==> src/design/cpuPkg.sv <==
`default_nettype none

package cpuPkg;

	////////////////////
	// widths
	////////////////////

	// data word and pc share one width
	localparam int dataWidth = 32;
	localparam int regAddrWidth = 5;
	localparam int immWidth = 17;
	localparam int targetWidth = 27;

	// data memory lives inside the core
	localparam int dmemAddrWidth = 8;
	localparam int dmemDepth = 256;

	////////////////////
	// types
	////////////////////

	typedef logic [dataWidth-1:0] wordT;
	typedef logic [regAddrWidth-1:0] regAddrT;

	// jal writes its link value here
	localparam regAddrT linkReg = 5'd31;

	// top five bits of every instruction
	typedef enum logic [4:0] {
		opAlu = 5'd0,
		opJ = 5'd1,
		opBne = 5'd2,
		opJal = 5'd3,
		opAddi = 5'd5,
		opBlt = 5'd6,
		opSw = 5'd7,
		opLw = 5'd8
	} opcodeT;

	// aluop field, only meaningful for opAlu
	typedef enum logic [4:0] {
		aluAdd = 5'd0,
		aluSub = 5'd1,
		aluAnd = 5'd2,
		aluOr = 5'd3,
		aluSll = 5'd4,
		aluSra = 5'd5
	} aluOpT;

endpackage

`default_nettype wire

==> src/design/fetchUnit.sv <==
`timescale 1ns/100ps
`default_nettype none

module fetchUnit (
	input wire logic clock,
	input wire logic arstN,
	input wire cpuPkg::wordT instr,
	input wire logic stall,
	input wire logic redirect,
	input wire cpuPkg::wordT redirectPc,
	output cpuPkg::wordT instrAddr,
	output cpuPkg::wordT fdPc,
	output cpuPkg::wordT fdInstr
);

	cpuPkg::wordT pc;
	cpuPkg::wordT pcPlusOne;
	cpuPkg::wordT pcNext;

	// instruction ROM answers in the same cycle
	assign instrAddr = pc;
	assign pcPlusOne = pc + 32'd1;

	// redirect wins over a stall
	always_comb begin
		if (redirect) begin
			pcNext = redirectPc;
		end else if (stall) begin
			pcNext = pc;
		end else begin
			pcNext = pcPlusOne;
		end
	end

	always_ff @(posedge clock or negedge arstN) begin
		if (!arstN) begin
			pc <= '0;
		end else begin
			pc <= pcNext;
		end
	end

	////////////////////
	// fetch/decode register
	////////////////////

	// an all-zero word decodes as add r0, r0, r0
	always_ff @(posedge clock or negedge arstN) begin
		if (!arstN) begin
			fdPc <= '0;
			fdInstr <= '0;
		end else if (redirect) begin
			fdPc <= '0;
			fdInstr <= '0;
		end else if (!stall) begin
			fdPc <= pcPlusOne;
			fdInstr <= instr;
		end
	end

endmodule

`default_nettype wire

==> config.mk <==
export PLATFORM = sky130hd
export DESIGN_NAME = fetchUnit
export DESIGN_NICKNAME = d
export VERILOG_FILES = /design/src/design/cpuPkg.sv /design/src/design/fetchUnit.sv
export SDC_FILE = /design/constraint.sdc
export NUM_CORES = 1
export LEC_CHECK = 0
export ABC_AREA = 0
export BUFFER_PORTS_ARGS = -buffer_cell sky130_fd_sc_hd__buf_2
export CORE_AREA = 2 2 99 101
export DETAILED_ROUTE_END_ITERATION = 10
export DIE_AREA = 0 0 101 103
export GPL_ROUTABILITY_DRIVEN = 0
export GPL_TIMING_DRIVEN = 0
export PLACE_DENSITY = 0.82
export SLEW_MARGIN = 5
export SYNTH_ARGS = -nofsm -noshare
export SYNTH_HDL_FRONTEND = slang
export SYNTH_SLANG_ARGS = --single-unit
==> constraint.sdc <==
create_clock -name clock -period 4.6 [get_ports clock]
set_clock_uncertainty 0.2 [all_clocks]
set_input_delay 0.23 -clock clock [delete_from_list [all_inputs] [get_ports clock]]
set_output_delay 0.23 -clock clock [all_outputs]
set_load 0.1 [all_outputs]
## After elaboration in Yosys (flattened, before gate mapping)

Cells that the tools add are included.

- Bits in writable memories: 0
- Memories: 0
- ROM bits: 0
- Logic and storage cells: 10
- Bits of input ports: 68
- Register bits: 96
- Output and inout bits: 96
- Bits in latches: 0

- Mux-type cells: 5
- Divide/modulo/power cells: 0
- Magnitude comparators: 0
- $mul: 0
- Shifts and indexed selects: 0
- Bitwise gates (word level): 0
- Add/subtract/negate cells: 1
- Eq/ne operators: 1
- Reductions and logical operators: 0

Operator list:

| kind | number |
|---|---|
| 32-bit two-way mux | 5 |
| 32-bit by 1-bit adder with 32-bit output, second input constant | 1 |
| 2-bit by 1-bit != test with 1-bit output, second input constant | 1 |

## Logic depth before layout (Yosys ltp)

- Word-level depth: 3
- Mapped depth: 7
- Mapped depth without buffers: 5

## Least setup slack after synthesis

No wires, ideal clock.

- Path kind: register -> register
- Start point: register pc[0] (netlist: instrAddr[0])
- End point: register fdPc[28]
- Library setup time: 0.100 ns
- Path buffers: 1
- Data arrival time: 2.848 ns
- Clock period less this slack: 3.148 ns
- Data required time: 4.300 ns
- Cell stages (with the launch flop): 7
- Setup slack: 1.452 ns
- Cell sequence: dfrtp_1 ha_1 nand3_4 or4_4 buf_6 or4_1 a311oi_1

- Longest elaborated chain between the ends: 3

RTL lines:

| item | line | source |
|---|---|---|
| start, declared | fetchUnit.sv:16 | `cpuPkg::wordT pc;` |
| start signal, assigned | fetchUnit.sv:39 | `pc <= pcNext;` |
| 32-bit by 1-bit adder with 32-bit output | fetchUnit.sv:22 | `assign pcPlusOne = pc + 32'd1;` |
| 32-bit two-way mux | fetchUnit.sv:55 | `end else if (!stall) begin` |
| 32-bit two-way mux | fetchUnit.sv:52 | `end else if (redirect) begin` |
| end signal, assigned | fetchUnit.sv:56 | `fdPc <= pcPlusOne;` |
| end, declared | fetchUnit.sv:12 | `output cpuPkg::wordT fdPc,` |

Every way passes these cells. The select of a mux whose other input is x is not followed.
A chain may end at the register's enable or synchronous reset.

## Final worst setup path

- Start point: register pc[18] (netlist: instrAddr[18])
- End point: register fdPc[23]

Same word-level chain as after synthesis.

==> flow_metrics.tcl <==
set metrics [dict create \
    max_slew.worst_pin.slew_ps 1138 \
    crit_type "reg -> reg" \
    grt_first_pass_wirelength_mm 25.24 \
    fmax_mhz 362.5 \
    synth.distinct_cells 54 \
    grt_overflow 0 \
    die_w_microns 101 \
    hp-class "in -> async" \
    io_buffers 161 \
    p_leak_uw 0.003214 \
    row_count 36 \
    slew-limit-headroom 0.2344 \
    cts_setup_buffers 0 \
    grt_max_degree 69 \
    ys_seq_elements 96 \
    wl_per_cell_microns 18.52 \
    grt_usage 0.3146 \
    worstPathRequired_ps 4670 \
    power_frac_seq 0.405 \
    routed_via_density 5.909 \
    powerDensity_mw_per_mm2 350.3 \
    final-seq-area_sq_mm 0.002402 \
    maxCapViolCount 0 \
    fin_crit_sh 0.5996 \
    antenna_found_initial 0 \
    p_int_uw 1349 \
    cts_root_buf "clkbuf_8" \
    die-height_microns 103 \
    postSynthCellCount 525 \
    cp.arrival_ps 2830 \
    synth_top_cell_by_area "dfrtp_1" \
    synth_top_area_frac 0.4769 \
    ff2ff_setup_slack_ps 1840 \
    path_delay_family "simple AND/OR/NAND/NOR gates" \
    drtIter0Drc 441 \
    status "complete, no violations" \
    switching_share 0.4382 \
    wl_mm 16.34 \
    fin_nets 832 \
    yosys-top-cells-area "dfrtp_1 (48%), mux2i_1 (6.4%), nor2_1 (5.4%)" \
    numCtsBuffers 9 \
    synth_flop_cell "dfrtp_1" \
    reg2reg_from "instrAddr[18]" \
    dp_hpwl_mm 10.75 \
    grt_pass1_vias 5082 \
    syn_to_final_growth_pct 36.09 \
    final_cell_mix "buf_2 (169), dfrtp_1 (96), nor2_1 (72)" \
    cp_slowest_stage_delay_ps 950 \
    synth_area_sq_mm 0.005037 \
    yosysSeqAreaShare 0.4769 \
    reg2regPathDepth 5 \
    avgSynthCellArea_sq_um 9.595 \
    synth_nets 594 \
    synthArstFlopShare 1.000 \
    clk_path_buf_depth 2 \
    synth_edf_count 0 \
    num_vias 5212 \
    fillers 707 \
    period_needed_ps 2758 \
    clk_pin_slew_ps 100 \
    critical_path_buf_inv_count 1 \
    p_sw_uw 1052 \
    coreArea_sq_mm 0.009459 \
    p_clk_frac 0.229 \
    cts_resized 0 \
    fp.dieArea_sq_mm 0.01040 \
    hold_violations 0 \
    slowest_stage "nor4_1" \
    clock_latency_ps 370 \
    ys.warnings.count 0 \
    cp_max_fo 9 \
    end_kind "flop" \
    rsz0062_at_grt "false" \
    drv_slew 0 \
    multi_input_area_sq_mm 0.002342 \
    htreeDepth 3 \
    setup_viol_count_final 0 \
    cts_tree "built" \
    dr.pass1.iters 5 \
    cts_num_sinks 96 \
    layout-drive-gt1-share 0.2725 \
    worstPathCellList "clkbuf_1 -> nand2_1 -> nor4_1 -> a31oi_1 -> a221oi_1" \
    final_common_cell "buf_2" \
    rr_endpoint "fdPc[23]" \
    initial_core_util 0.5325 \
    ios 164 \
    ir_worst_vdd_mv 0.2516 \
    timing.hold.ws_ps 112.7 \
    tns_ps 0 \
    drc 0 \
    start_kind "flop" \
    p_comb_frac 0.367 \
    antenna_left 0 \
]
metrics by stage:
step,util,setup slack (ps),instance area [sq um],std cells,power [uW]
finish,0.7247,1842,6855,882,2401
global route,0.7245,1662,6853,881,2482
CTS,0.7245,1937,6853,881,2398
detailed placement,0.6360,1963,6016,801,1811
global placement,0.6328,1969,5986,800,1795
floorplan,-,1452,5037,525,1626
timing repair:
| action | in CTS | in global routing |
|---|---|---|
| endpoints found under the setup margin | 0 | 0 |
| hold endpoints to repair | 129 | 0 |
| hold buffers | 65 | 0 |
layout make-up:
cell class / instances / share of cell area
timing repair buffer: 227 / 0.2168
buffer: 45 / 0.03559
clock buffer: 10 / 0.01862
antenna: 1 / 0.0003650
multi-input combinational: 371 / 0.3417
inverter: 13 / 0.007118
sequential: 96 / 0.3504
tap: 114 / 0.02081
clock inverter: 5 / 0.008578
sequential cells by signal (all words and copies together) (netlist names):
register / flops
instrAddr: 32
fdPc: 32
fdInstr: 32
power by group through the flow:
stage,logic [uW],clock network (uW),registers [uW]
final,880,549,972
after global routing,918,585,979
after CTS,871,559,968
after detailed placement,826,0,985
after global placement,813,0,981
after floorplan,185,0,1440
how the worst max path moves through the flow:
stage | from | end | slack (ps) | cells after the start
2_1_floorplan | instrAddr[0] | fdPc[28] | 1450 | 6
3_3_place_gp | instrAddr[0] | fdPc[20] | 1970 | 6
3_5_place_dp | instrAddr[0] | fdPc[20] | 1960 | 6
4_1_cts | instrAddr[0] | fdPc[20] | 1940 | 6
5_1_grt | instrAddr[18] | fdPc[23] | 1660 | 5
6_report | instrAddr[18] | fdPc[23] | 1840 | 5
synth_stat cells, types with 4 or more instances:
| master | n |
|---|---|
| dfrtp_1 | 96 |
| nor2_1 | 72 |
| nand2_1 | 44 |
| mux2i_1 | 32 |
| o21ai_0 | 31 |
| clkbuf_1 | 23 |
| xnor2_1 | 22 |
| nand4_1 | 17 |
| a21oi_1 | 13 |
| inv_1 | 13 |
| a311oi_1 | 12 |
| nand3_1 | 11 |
| nor4_1 | 11 |
| or4_1 | 11 |
| nor3_1 | 10 |
| buf_2 | 9 |
| a211oi_1 | 8 |
| a31oi_1 | 7 |
| o31ai_1 | 7 |
| a211o_1 | 6 |
| or3_1 | 6 |
| a221oi_1 | 5 |
| buf_4 | 5 |
| xor2_1 | 4 |
per-layer routing:
layer | vias to the layer above | global-route usage | routed length (microns)
met2 | 301 | 0.5221 | 8085
met4 | 0 | 0.1393 | 542
li1 | 2373 | - | -
met5 | - | 0 | 0
met1 | 2489 | 0.3961 | 6324
met3 | 49 | 0.07322 | 1386
cell families after synthesis:
logic type | Yosys count | share of synthesized area
buffers and inverters | 58 | 0.05812
AO/OA/AOI/OAI | 101 | 0.1369
adder cells (fa/ha/maj) | 1 | 0.002483
AND/OR/NAND/NOR | 210 | 0.2146
flip-flops | 96 | 0.4769
multiplexers | 33 | 0.06582
XOR/XNOR | 26 | 0.04520
Power figures use the tool's default switching activity.
