$ cat config.mk
export PLATFORM = sky130hd
export DESIGN_NAME = decodeStage
export DESIGN_NICKNAME = d
export VERILOG_FILES = /design/src/design/cpuPkg.sv /design/src/design/registerFile.sv /design/src/design/decodeStage.sv
export SDC_FILE = /design/constraint.sdc
export NUM_CORES = 2
export LEC_CHECK = 0
export BUFFER_PORTS_ARGS = -buffer_cell sky130_fd_sc_hd__buf_2
export CAP_MARGIN = 20
export CORE_MARGIN = 8
export CORE_UTILIZATION = 50
export DETAILED_ROUTE_END_ITERATION = 10
export PLACE_DENSITY = 0.67
export SLEW_MARGIN = 20
export SYNTH_ARGS = -nofsm -noshare
export SYNTH_HDL_FRONTEND = slang
export SYNTH_SLANG_ARGS = --single-unit
$ cat constraint.sdc
create_clock -name clock -period 2.3 [get_ports clock]
set_input_delay 0.23 -clock clock [delete_from_list [all_inputs] [get_ports clock]]
set_output_delay 0.23 -clock clock [all_outputs]
set_load 0.1 [all_outputs]
$ cat src/design/cpuPkg.sv
`default_nettype none

package cpuPkg;

	////////////////////
	// widths
	////////////////////

	// data word and pc share one width
	localparam int dataWidth = 32;
	localparam int regAddrWidth = 5;
	localparam int immWidth = 17;
	localparam int targetWidth = 27;

	// data memory lives inside the core
	localparam int dmemAddrWidth = 8;
	localparam int dmemDepth = 256;

	////////////////////
	// types
	////////////////////

	typedef logic [dataWidth-1:0] wordT;
	typedef logic [regAddrWidth-1:0] regAddrT;

	// jal writes its link value here
	localparam regAddrT linkReg = 5'd31;

	// top five bits of every instruction
	typedef enum logic [4:0] {
		opAlu = 5'd0,
		opJ = 5'd1,
		opBne = 5'd2,
		opJal = 5'd3,
		opAddi = 5'd5,
		opBlt = 5'd6,
		opSw = 5'd7,
		opLw = 5'd8
	} opcodeT;

	// aluop field, only meaningful for opAlu
	typedef enum logic [4:0] {
		aluAdd = 5'd0,
		aluSub = 5'd1,
		aluAnd = 5'd2,
		aluOr = 5'd3,
		aluSll = 5'd4,
		aluSra = 5'd5
	} aluOpT;

endpackage

`default_nettype wire

$ cat src/design/registerFile.sv
`timescale 1ns/100ps
`default_nettype none

module registerFile (
	input wire logic clock,
	input wire logic arstN,
	input wire cpuPkg::regAddrT readA,
	input wire cpuPkg::regAddrT readB,
	input wire logic wbWrite,
	input wire cpuPkg::regAddrT wbReg,
	input wire cpuPkg::wordT wbData,
	output cpuPkg::wordT valueA,
	output cpuPkg::wordT valueB
);

	// register 0 has no storage
	cpuPkg::wordT regs [1:(1 << cpuPkg::regAddrWidth) - 1];

	// write-through, so decode sees the value retiring this cycle
	function automatic cpuPkg::wordT readPort(input cpuPkg::regAddrT addr);
		cpuPkg::wordT value;
		if (addr == '0) begin
			value = '0;
		end else if (wbWrite && wbReg == addr) begin
			value = wbData;
		end else begin
			value = regs[addr];
		end
		return value;
	endfunction

	always_comb begin
		valueA = readPort(readA);
		valueB = readPort(readB);
	end

	always_ff @(posedge clock or negedge arstN) begin
		if (!arstN) begin
			for (int i = 1; i < (1 << cpuPkg::regAddrWidth); i++) begin
				regs[i] <= '0;
			end
		end else if (wbWrite && wbReg != '0) begin
			regs[wbReg] <= wbData;
		end
	end

endmodule

`default_nettype wire

$ cat src/design/decodeStage.sv
`timescale 1ns/100ps
`default_nettype none

module decodeStage (
	input wire logic clock,
	input wire logic arstN,
	input wire cpuPkg::wordT fdPc,
	input wire cpuPkg::wordT fdInstr,
	input wire logic redirect,
	input wire logic wbWrite,
	input wire cpuPkg::regAddrT wbReg,
	input wire cpuPkg::wordT wbData,
	output logic stall,
	output cpuPkg::opcodeT dxOpcode,
	output cpuPkg::aluOpT dxAluOp,
	output logic [cpuPkg::regAddrWidth-1:0] dxShamt,
	output logic [cpuPkg::regAddrWidth-1:0] dxRd,
	output logic [cpuPkg::regAddrWidth-1:0] dxRs,
	output cpuPkg::regAddrT dxSrc2,
	output cpuPkg::wordT dxRsValue,
	output cpuPkg::wordT dxSrc2Value,
	output cpuPkg::wordT dxPc,
	output logic [cpuPkg::immWidth-1:0] dxImm,
	output logic [cpuPkg::targetWidth-1:0] dxTarget
);

	cpuPkg::opcodeT opcode;
	cpuPkg::aluOpT aluOp;
	cpuPkg::regAddrT rd;
	cpuPkg::regAddrT rs;
	cpuPkg::regAddrT rt;
	cpuPkg::regAddrT src2;
	logic [cpuPkg::regAddrWidth-1:0] shamt;
	cpuPkg::wordT rsValue;
	cpuPkg::wordT src2Value;

	////////////////////
	// field split
	////////////////////

	assign opcode = cpuPkg::opcodeT'(fdInstr[31:27]);
	assign rd = fdInstr[26:22];
	assign rs = fdInstr[21:17];
	assign rt = fdInstr[16:12];
	assign shamt = fdInstr[11:7];
	assign aluOp = cpuPkg::aluOpT'(fdInstr[6:2]);

	// branches and stores read rd as their second operand
	assign src2 = (opcode == cpuPkg::opAlu) ? rt : rd;

	registerFile regs (
		.clock(clock),
		.arstN(arstN),
		.readA(rs),
		.readB(src2),
		.wbWrite(wbWrite),
		.wbReg(wbReg),
		.wbData(wbData),
		.valueA(rsValue),
		.valueB(src2Value)
	);

	// load in execute has no data until its memory stage
	assign stall = (dxOpcode == cpuPkg::opLw) && (dxRd != '0)
		&& ((dxRd == rs) || (dxRd == src2));

	////////////////////
	// decode/execute register
	////////////////////

	always_ff @(posedge clock or negedge arstN) begin
		if (!arstN) begin
			dxOpcode <= cpuPkg::opAlu;
			dxAluOp <= cpuPkg::aluAdd;
			dxRd <= '0;
			dxRs <= '0;
			dxSrc2 <= '0;
			dxShamt <= '0;
		end else if (redirect || stall) begin
			// bubble
			dxOpcode <= cpuPkg::opAlu;
			dxAluOp <= cpuPkg::aluAdd;
			dxRd <= '0;
			dxRs <= '0;
			dxSrc2 <= '0;
			dxShamt <= '0;
		end else begin
			dxOpcode <= opcode;
			dxAluOp <= aluOp;
			dxRd <= rd;
			dxRs <= rs;
			dxSrc2 <= src2;
			dxShamt <= shamt;
		end
	end

	always_ff @(posedge clock) begin
		dxRsValue <= rsValue;
		dxSrc2Value <= src2Value;
		dxPc <= fdPc;
		dxImm <= fdInstr[cpuPkg::immWidth-1:0];
		dxTarget <= fdInstr[cpuPkg::targetWidth-1:0];
	end

endmodule

`default_nettype wire

# Word-level counts from Yosys, hierarchy flattened

Index checks and enable logic that the tools add are counted.

Bits in registers: 1,162
Input bits: 105
Output and inout bits: 171
Word-level logic and storage cells: 85

$lt $le $gt $ge: 4
Eq/ne operators: 5
Multiplexer cells: 18
Bitwise logic cells: 3
Reduce and logical (&&, ||, !) cells: 13

Operators with widths:

| kind                 | count |
|---|---|
| $bwmux W992          | 1 |
| $bmux W32 S5         | 2 |
| $mux W32             | 7 |
| $demux W32 S5        | 1 |
| $mux W5              | 7 |
| $eq A5 B5 Y1         | 4 |
| $ge A6 B6 Y1 const B | 3 |
| $not A5 Y6           | 3 |
| $logic_not A5 Y1     | 3 |
| $reduce_bool A5 Y1   | 2 |
| $logic_and A1 B1 Y1  | 6 |
| $lt A6 B1 Y1 const B | 1 |
| $eq A5 B4 Y1 const B | 1 |
| $logic_or A1 B1 Y1   | 2 |

# Logic depth before layout (Yosys ltp)

Word-level depth: 7
Gate-level depth with buffers: 11

# Modules after synthesis

From an unflattened synthesis, not the netlist that was laid out.

Cell total of the unflattened synthesis: 4,024
Area, all modules: 57,771.7 sq um

By module, submodules not included:

| module       | instances | cells each | area an instance (sq um) | sequential area each (sq um) |
|---|---|---|---|---|
| registerFile | 1         | 3,760      | 53,740.3                 | 24,823.8 |
| decodeStage  | 1         | 264        | 4,031.4                  | 3,213.1 |

# Worst setup path after synthesis

OpenSTA, ideal clock, no wires.

Kind: input to register
Start: input fdInstr[27]
End: register dxRd[0] (netlist bit)
Library setup time: 0.178 ns
Data arrival time: 2.904 ns
Data required time: 2.122 ns
Slack: -0.782 ns
Stages on the path: 9
Buffers on the path: 2
Path through: or3_1 -> buf_4 -> o21ai_2 -> a21oi_1 -> or4_1 -> o31ai_2 -> and2_1 -> clkbuf_1 -> nor3_1

Longest elaborated chain between the ends: 7

RTL lines:

| element              | line              | text |
|---|---|---|
| from (decl)          | decodeStage.sv:8  | `input wire cpuPkg::wordT fdInstr,` |
| $logic_not A5 Y1     | decodeStage.sv:49 | `assign src2 = (opcode == cpuPkg::opAlu) ? rt : rd;` |
| $mux W5              | decodeStage.sv:49 |  |
| $eq A5 B5 Y1         | decodeStage.sv:65 | `&& ((dxRd == rs) \|\| (dxRd == src2));` |
| $logic_or A1 B1 Y1   | decodeStage.sv:65 |  |
| $logic_and A1 B1 Y1  | decodeStage.sv:65 |  |
| via stall            | decodeStage.sv:13 | `output logic stall,` |
| $logic_or A1 B1 Y1   | decodeStage.sv:79 | `end else if (redirect \|\| stall) begin` |
| $mux W5              | decodeStage.sv:79 |  |
| to (signal assigned) | decodeStage.sv:90 | `dxRd <= rd;` |
| to (decl)            | decodeStage.sv:17 | `output logic [cpuPkg::regAddrWidth-1:0] dxRd,` |

The timed path passes the listed nets, and every way through them passes these cells.
A chain may end at the register's enable or synchronous reset.

# Final worst setup path

Start: input fdInstr[24]
End: output stall

Longest elaborated chain between the ends: 4

RTL lines:

| element             | line |
|---|---|
| $mux W5             | decodeStage.sv:49 |
| $eq A5 B5 Y1        | decodeStage.sv:65 |
| $logic_or A1 B1 Y1  | decodeStage.sv:65 |
| $logic_and A1 B1 Y1 | decodeStage.sv:65 |
| to (decl)           | decodeStage.sv:13 |

Every way passes these cells.

==> results.md <==
- Status: finished, violations left
- Failing checks: negative setup slack
- CP Data Arrival Time: 2460 ps
- Top cells by area, synth: dfrtp_1, mux2_2, mux4_2
- Post-Place Cells: 5957
- Clock-pin slew on the worst setup and hold paths: around 60 ps
- Avg Inst Size Synth: 13.85 sq um
- PwrDens: 884.9 mW/mm^2
- RSZ-0062 raised after global routing: yes
- Register area share after synthesis: 0.4856
- CTS H-tree depth: 3
- Startpoint Class: input pin
- Syn_nets: 4274
- Place WS: -739.8 ps
- IO Port Bufs: 275
- Synth area leader: dfrtp_1
- Crit-path slowest cell: dlygate4sd3_1
- Die area: 0.1266 sq mm
- CTS tree: done
- Area grow syn2layout: 21.84%
- Largest net degree at the start of global routing: 82
- Via count: 41440
- Final setup viols: 1
- Inserted Clock Buffers: 121
- RR Endpoint: dxOpcode[4]$_DFF_PN0_
- Max-cap violation count: 0
- Die width: between 300 and 400 um
- Final cell count without fillers: 6288
- Mapped Area: 0.05774 sq mm
- Die Height: 355.8 um
- Setup TNS: -385.1 ps
- Warnings from Yosys: 0
- Clock sinks: 1145
- Post-DP Area: between 0.06 and 0.07 sq mm
- Ys flop type: dfrtp_1
- Design area: 0.07036 sq mm
- Yosys cell types: 55
- Layout cell share with drive strength beyond 1: 0.4911
- Nets@finish: 4770
- DP Wirelength: 124.9 mm
- Critical Path Fanout Max: 7
- R2R setup slack: 60 ps
- Starting DRT DRC Count: 4488
- Most common cell in the netlist: mux2_2
- Area share of the largest cell type after synthesis: 0.4429
- Root buf cell: clkbuf_16
- Worst setup path class: input pin to output port
- Pins Over Slew Limit: 0
- Total power after layout: 62.26 mW
- CP endpoint kind: output port
- WP data required: 2070 ps
- R2r startpoint: dxRd[0]$_DFF_PN0_
- Hold crit path type: input pin to asynchronous set/reset pin
- Final ANT Viol Nets: 0
- Top-level port count: 276
- Worst-Margin Slew: 884.9 ps
- CP Cell Sequence: buf_2, dlygate4sd3_1, o21ai_2, and3_4, or4_4, o31ai_4, and2_4, buf_12
- Worst-Skew Late Latency: approximately 770 ps
- Post-synth ARST share: 0.8926
- GR Overflow Total: 0
- LEAKAGE: roughly 32 nW
- DR pass1 iterations: 5
- FF-to-FF path depth: 10
- Clock Skew: 34.88 ps
- FF+latch count, synth: between 1000 and 1500
- Placeable Area: between 0.1 and 0.15 sq mm
- Synth cell count leaders: mux2_2, dfrtp_1, mux2i_1
- DRC: 0
- RD Place Congestion: 0.8783
- Bufs on Longest Clock Path: 3
- Routed WL per cell: 32.01 um
- Global-route wire length before repair: 294.2 mm
- Synthesized netlist cell count: around 4200
- Final hold viol count: 0
- Initial Util: 0.5043
- Total wire length: between 200 and 250 mm
- GRT Util Overall: 0.3120
- Post-synth EDFFs: 0
- DR vias/cell: 6.590
- Rows: roughly 120
- Tmin final: 2685 ps
- Worst path max stage delay: 650 ps
- Worst VDD drop: 664.1 uV
- Antenna violations before repair: 10
- Fin Hold WS: 24.29 ps
- Vias in the first global route: 42610
- Finished Core Util: 0.6145
- Relative slew slack: 0.4088
- Final worst setup slack: -385.1 ps
- Final Cycle Share: 1.167
- Fmax: 372.4 MHz
## routing by layer
layer | GRT usage | routed length [um]
met1 | 0.4146 | 79330
met2 | 0.4918 | 93010
met4 | 0.1385 | 10680
met5 | 0 | 22
met3 | 0.07023 | 18220
## logic make-up (layout without fill, tap and decap cells)
| group | count (synthesis) | in the layout | share of synthesized area |
|---|---|---|---|
| buf+inv | 437 | 1039 | 0.03344 |
| xor+xnor | 13 | 13 | 0.001972 |
| mux | 1791 | 1791 | 0.3955 |
| compound gates | 481 | 481 | 0.05450 |
| other cells | 0 | 5 | 0 |
| simple gates | 302 | 302 | 0.02904 |
| flops | 1145 | 1145 | 0.4856 |
## where the power goes
| group | internal [mW] | switching [mW] | leakage (nW) | total (mW) |
|---|---|---|---|---|
| sequential | 23.9 | 2.90 | 14.1 | 26.8 |
| combinational | 7.05 | 7.57 | 15.5 | 14.6 |
| clock | 12.3 | 8.55 | 2.10 | 20.8 |
## worst max-delay path, delay by kind of cell
kind | cells | cell delay (ps)
simple gates | 3 | 910
compound gates | 2 | 320
buf+inv | 3 | 990
## how the worst max path moves through the flow
stage	start	cells past startpoint	slack (ps)	endpoint
6_report	fdInstr[24]	8	-390	stall
5_1_grt	dxRd[0]$_DFF_PN0_	5	-410	stall
4_1_cts	dxRd[2]$_DFF_PN0_	5	-400	stall
3_5_place_dp	fdInstr[29]	10	-740	dxSrc2Value[9]$_SDFF_PN0_
3_3_place_gp	fdInstr[29]	10	-710	dxSrc2Value[12]$_SDFF_PN0_
2_1_floorplan	fdInstr[29]	10	-120	dxSrc2Value[31]$_SDFF_PN0_
## placed cells by master, fill, tap and decap left out, drive strengths merged, types with 5 or more instances in the layout
master and instances:
xor2 9, or4 65, clkbuf 189, bufinv 13, nor2b 6, a21o 32
nand3 42, o21ai 109, o22ai 160, mux4 290, a21oi 76, clkinv 27
nand3b 7, dfrtp 1022, o221ai 32, mux2i 477, dfxtp 123, and3 8
buf 728, a32o 32, nor3 13, diode 5, nand2 24, nor3b 5
inv 7, and2 27, a22o 32, dlygate4sd3 73, mux2 1024, nor2 89
## cell type report
cell class,count,area [sq um]
multi-input combinational,2587,28240
sequential,1145,28040
clock inverter,45,626.9
clock buffer,184,3625
antenna,5,12.51
tap,1512,1892
inverter,4,15.01
fill,8802,44140
timing repair buffer,806,7898
## state kept, by name, indices dropped and copies added (netlist names)
name,count
dxTarget,27
dxAluOp,5
dxRs,5
dxSrc2,5
regs.regs,992
dxSrc2Value,32
dxRsValue,32
dxShamt,5
dxRd,5
dxPc,32
dxOpcode,5
## repair_timing
action,in CTS,in global routing
endpoints found under the setup margin,1,46
pin swaps,15,6
endpoints found under the hold margin,404,3
cloned,0,6
resized for setup,32,22
setup buffers,14,10
hold buffers,73,1
Note: power is estimated with default switching activity, not from simulation.
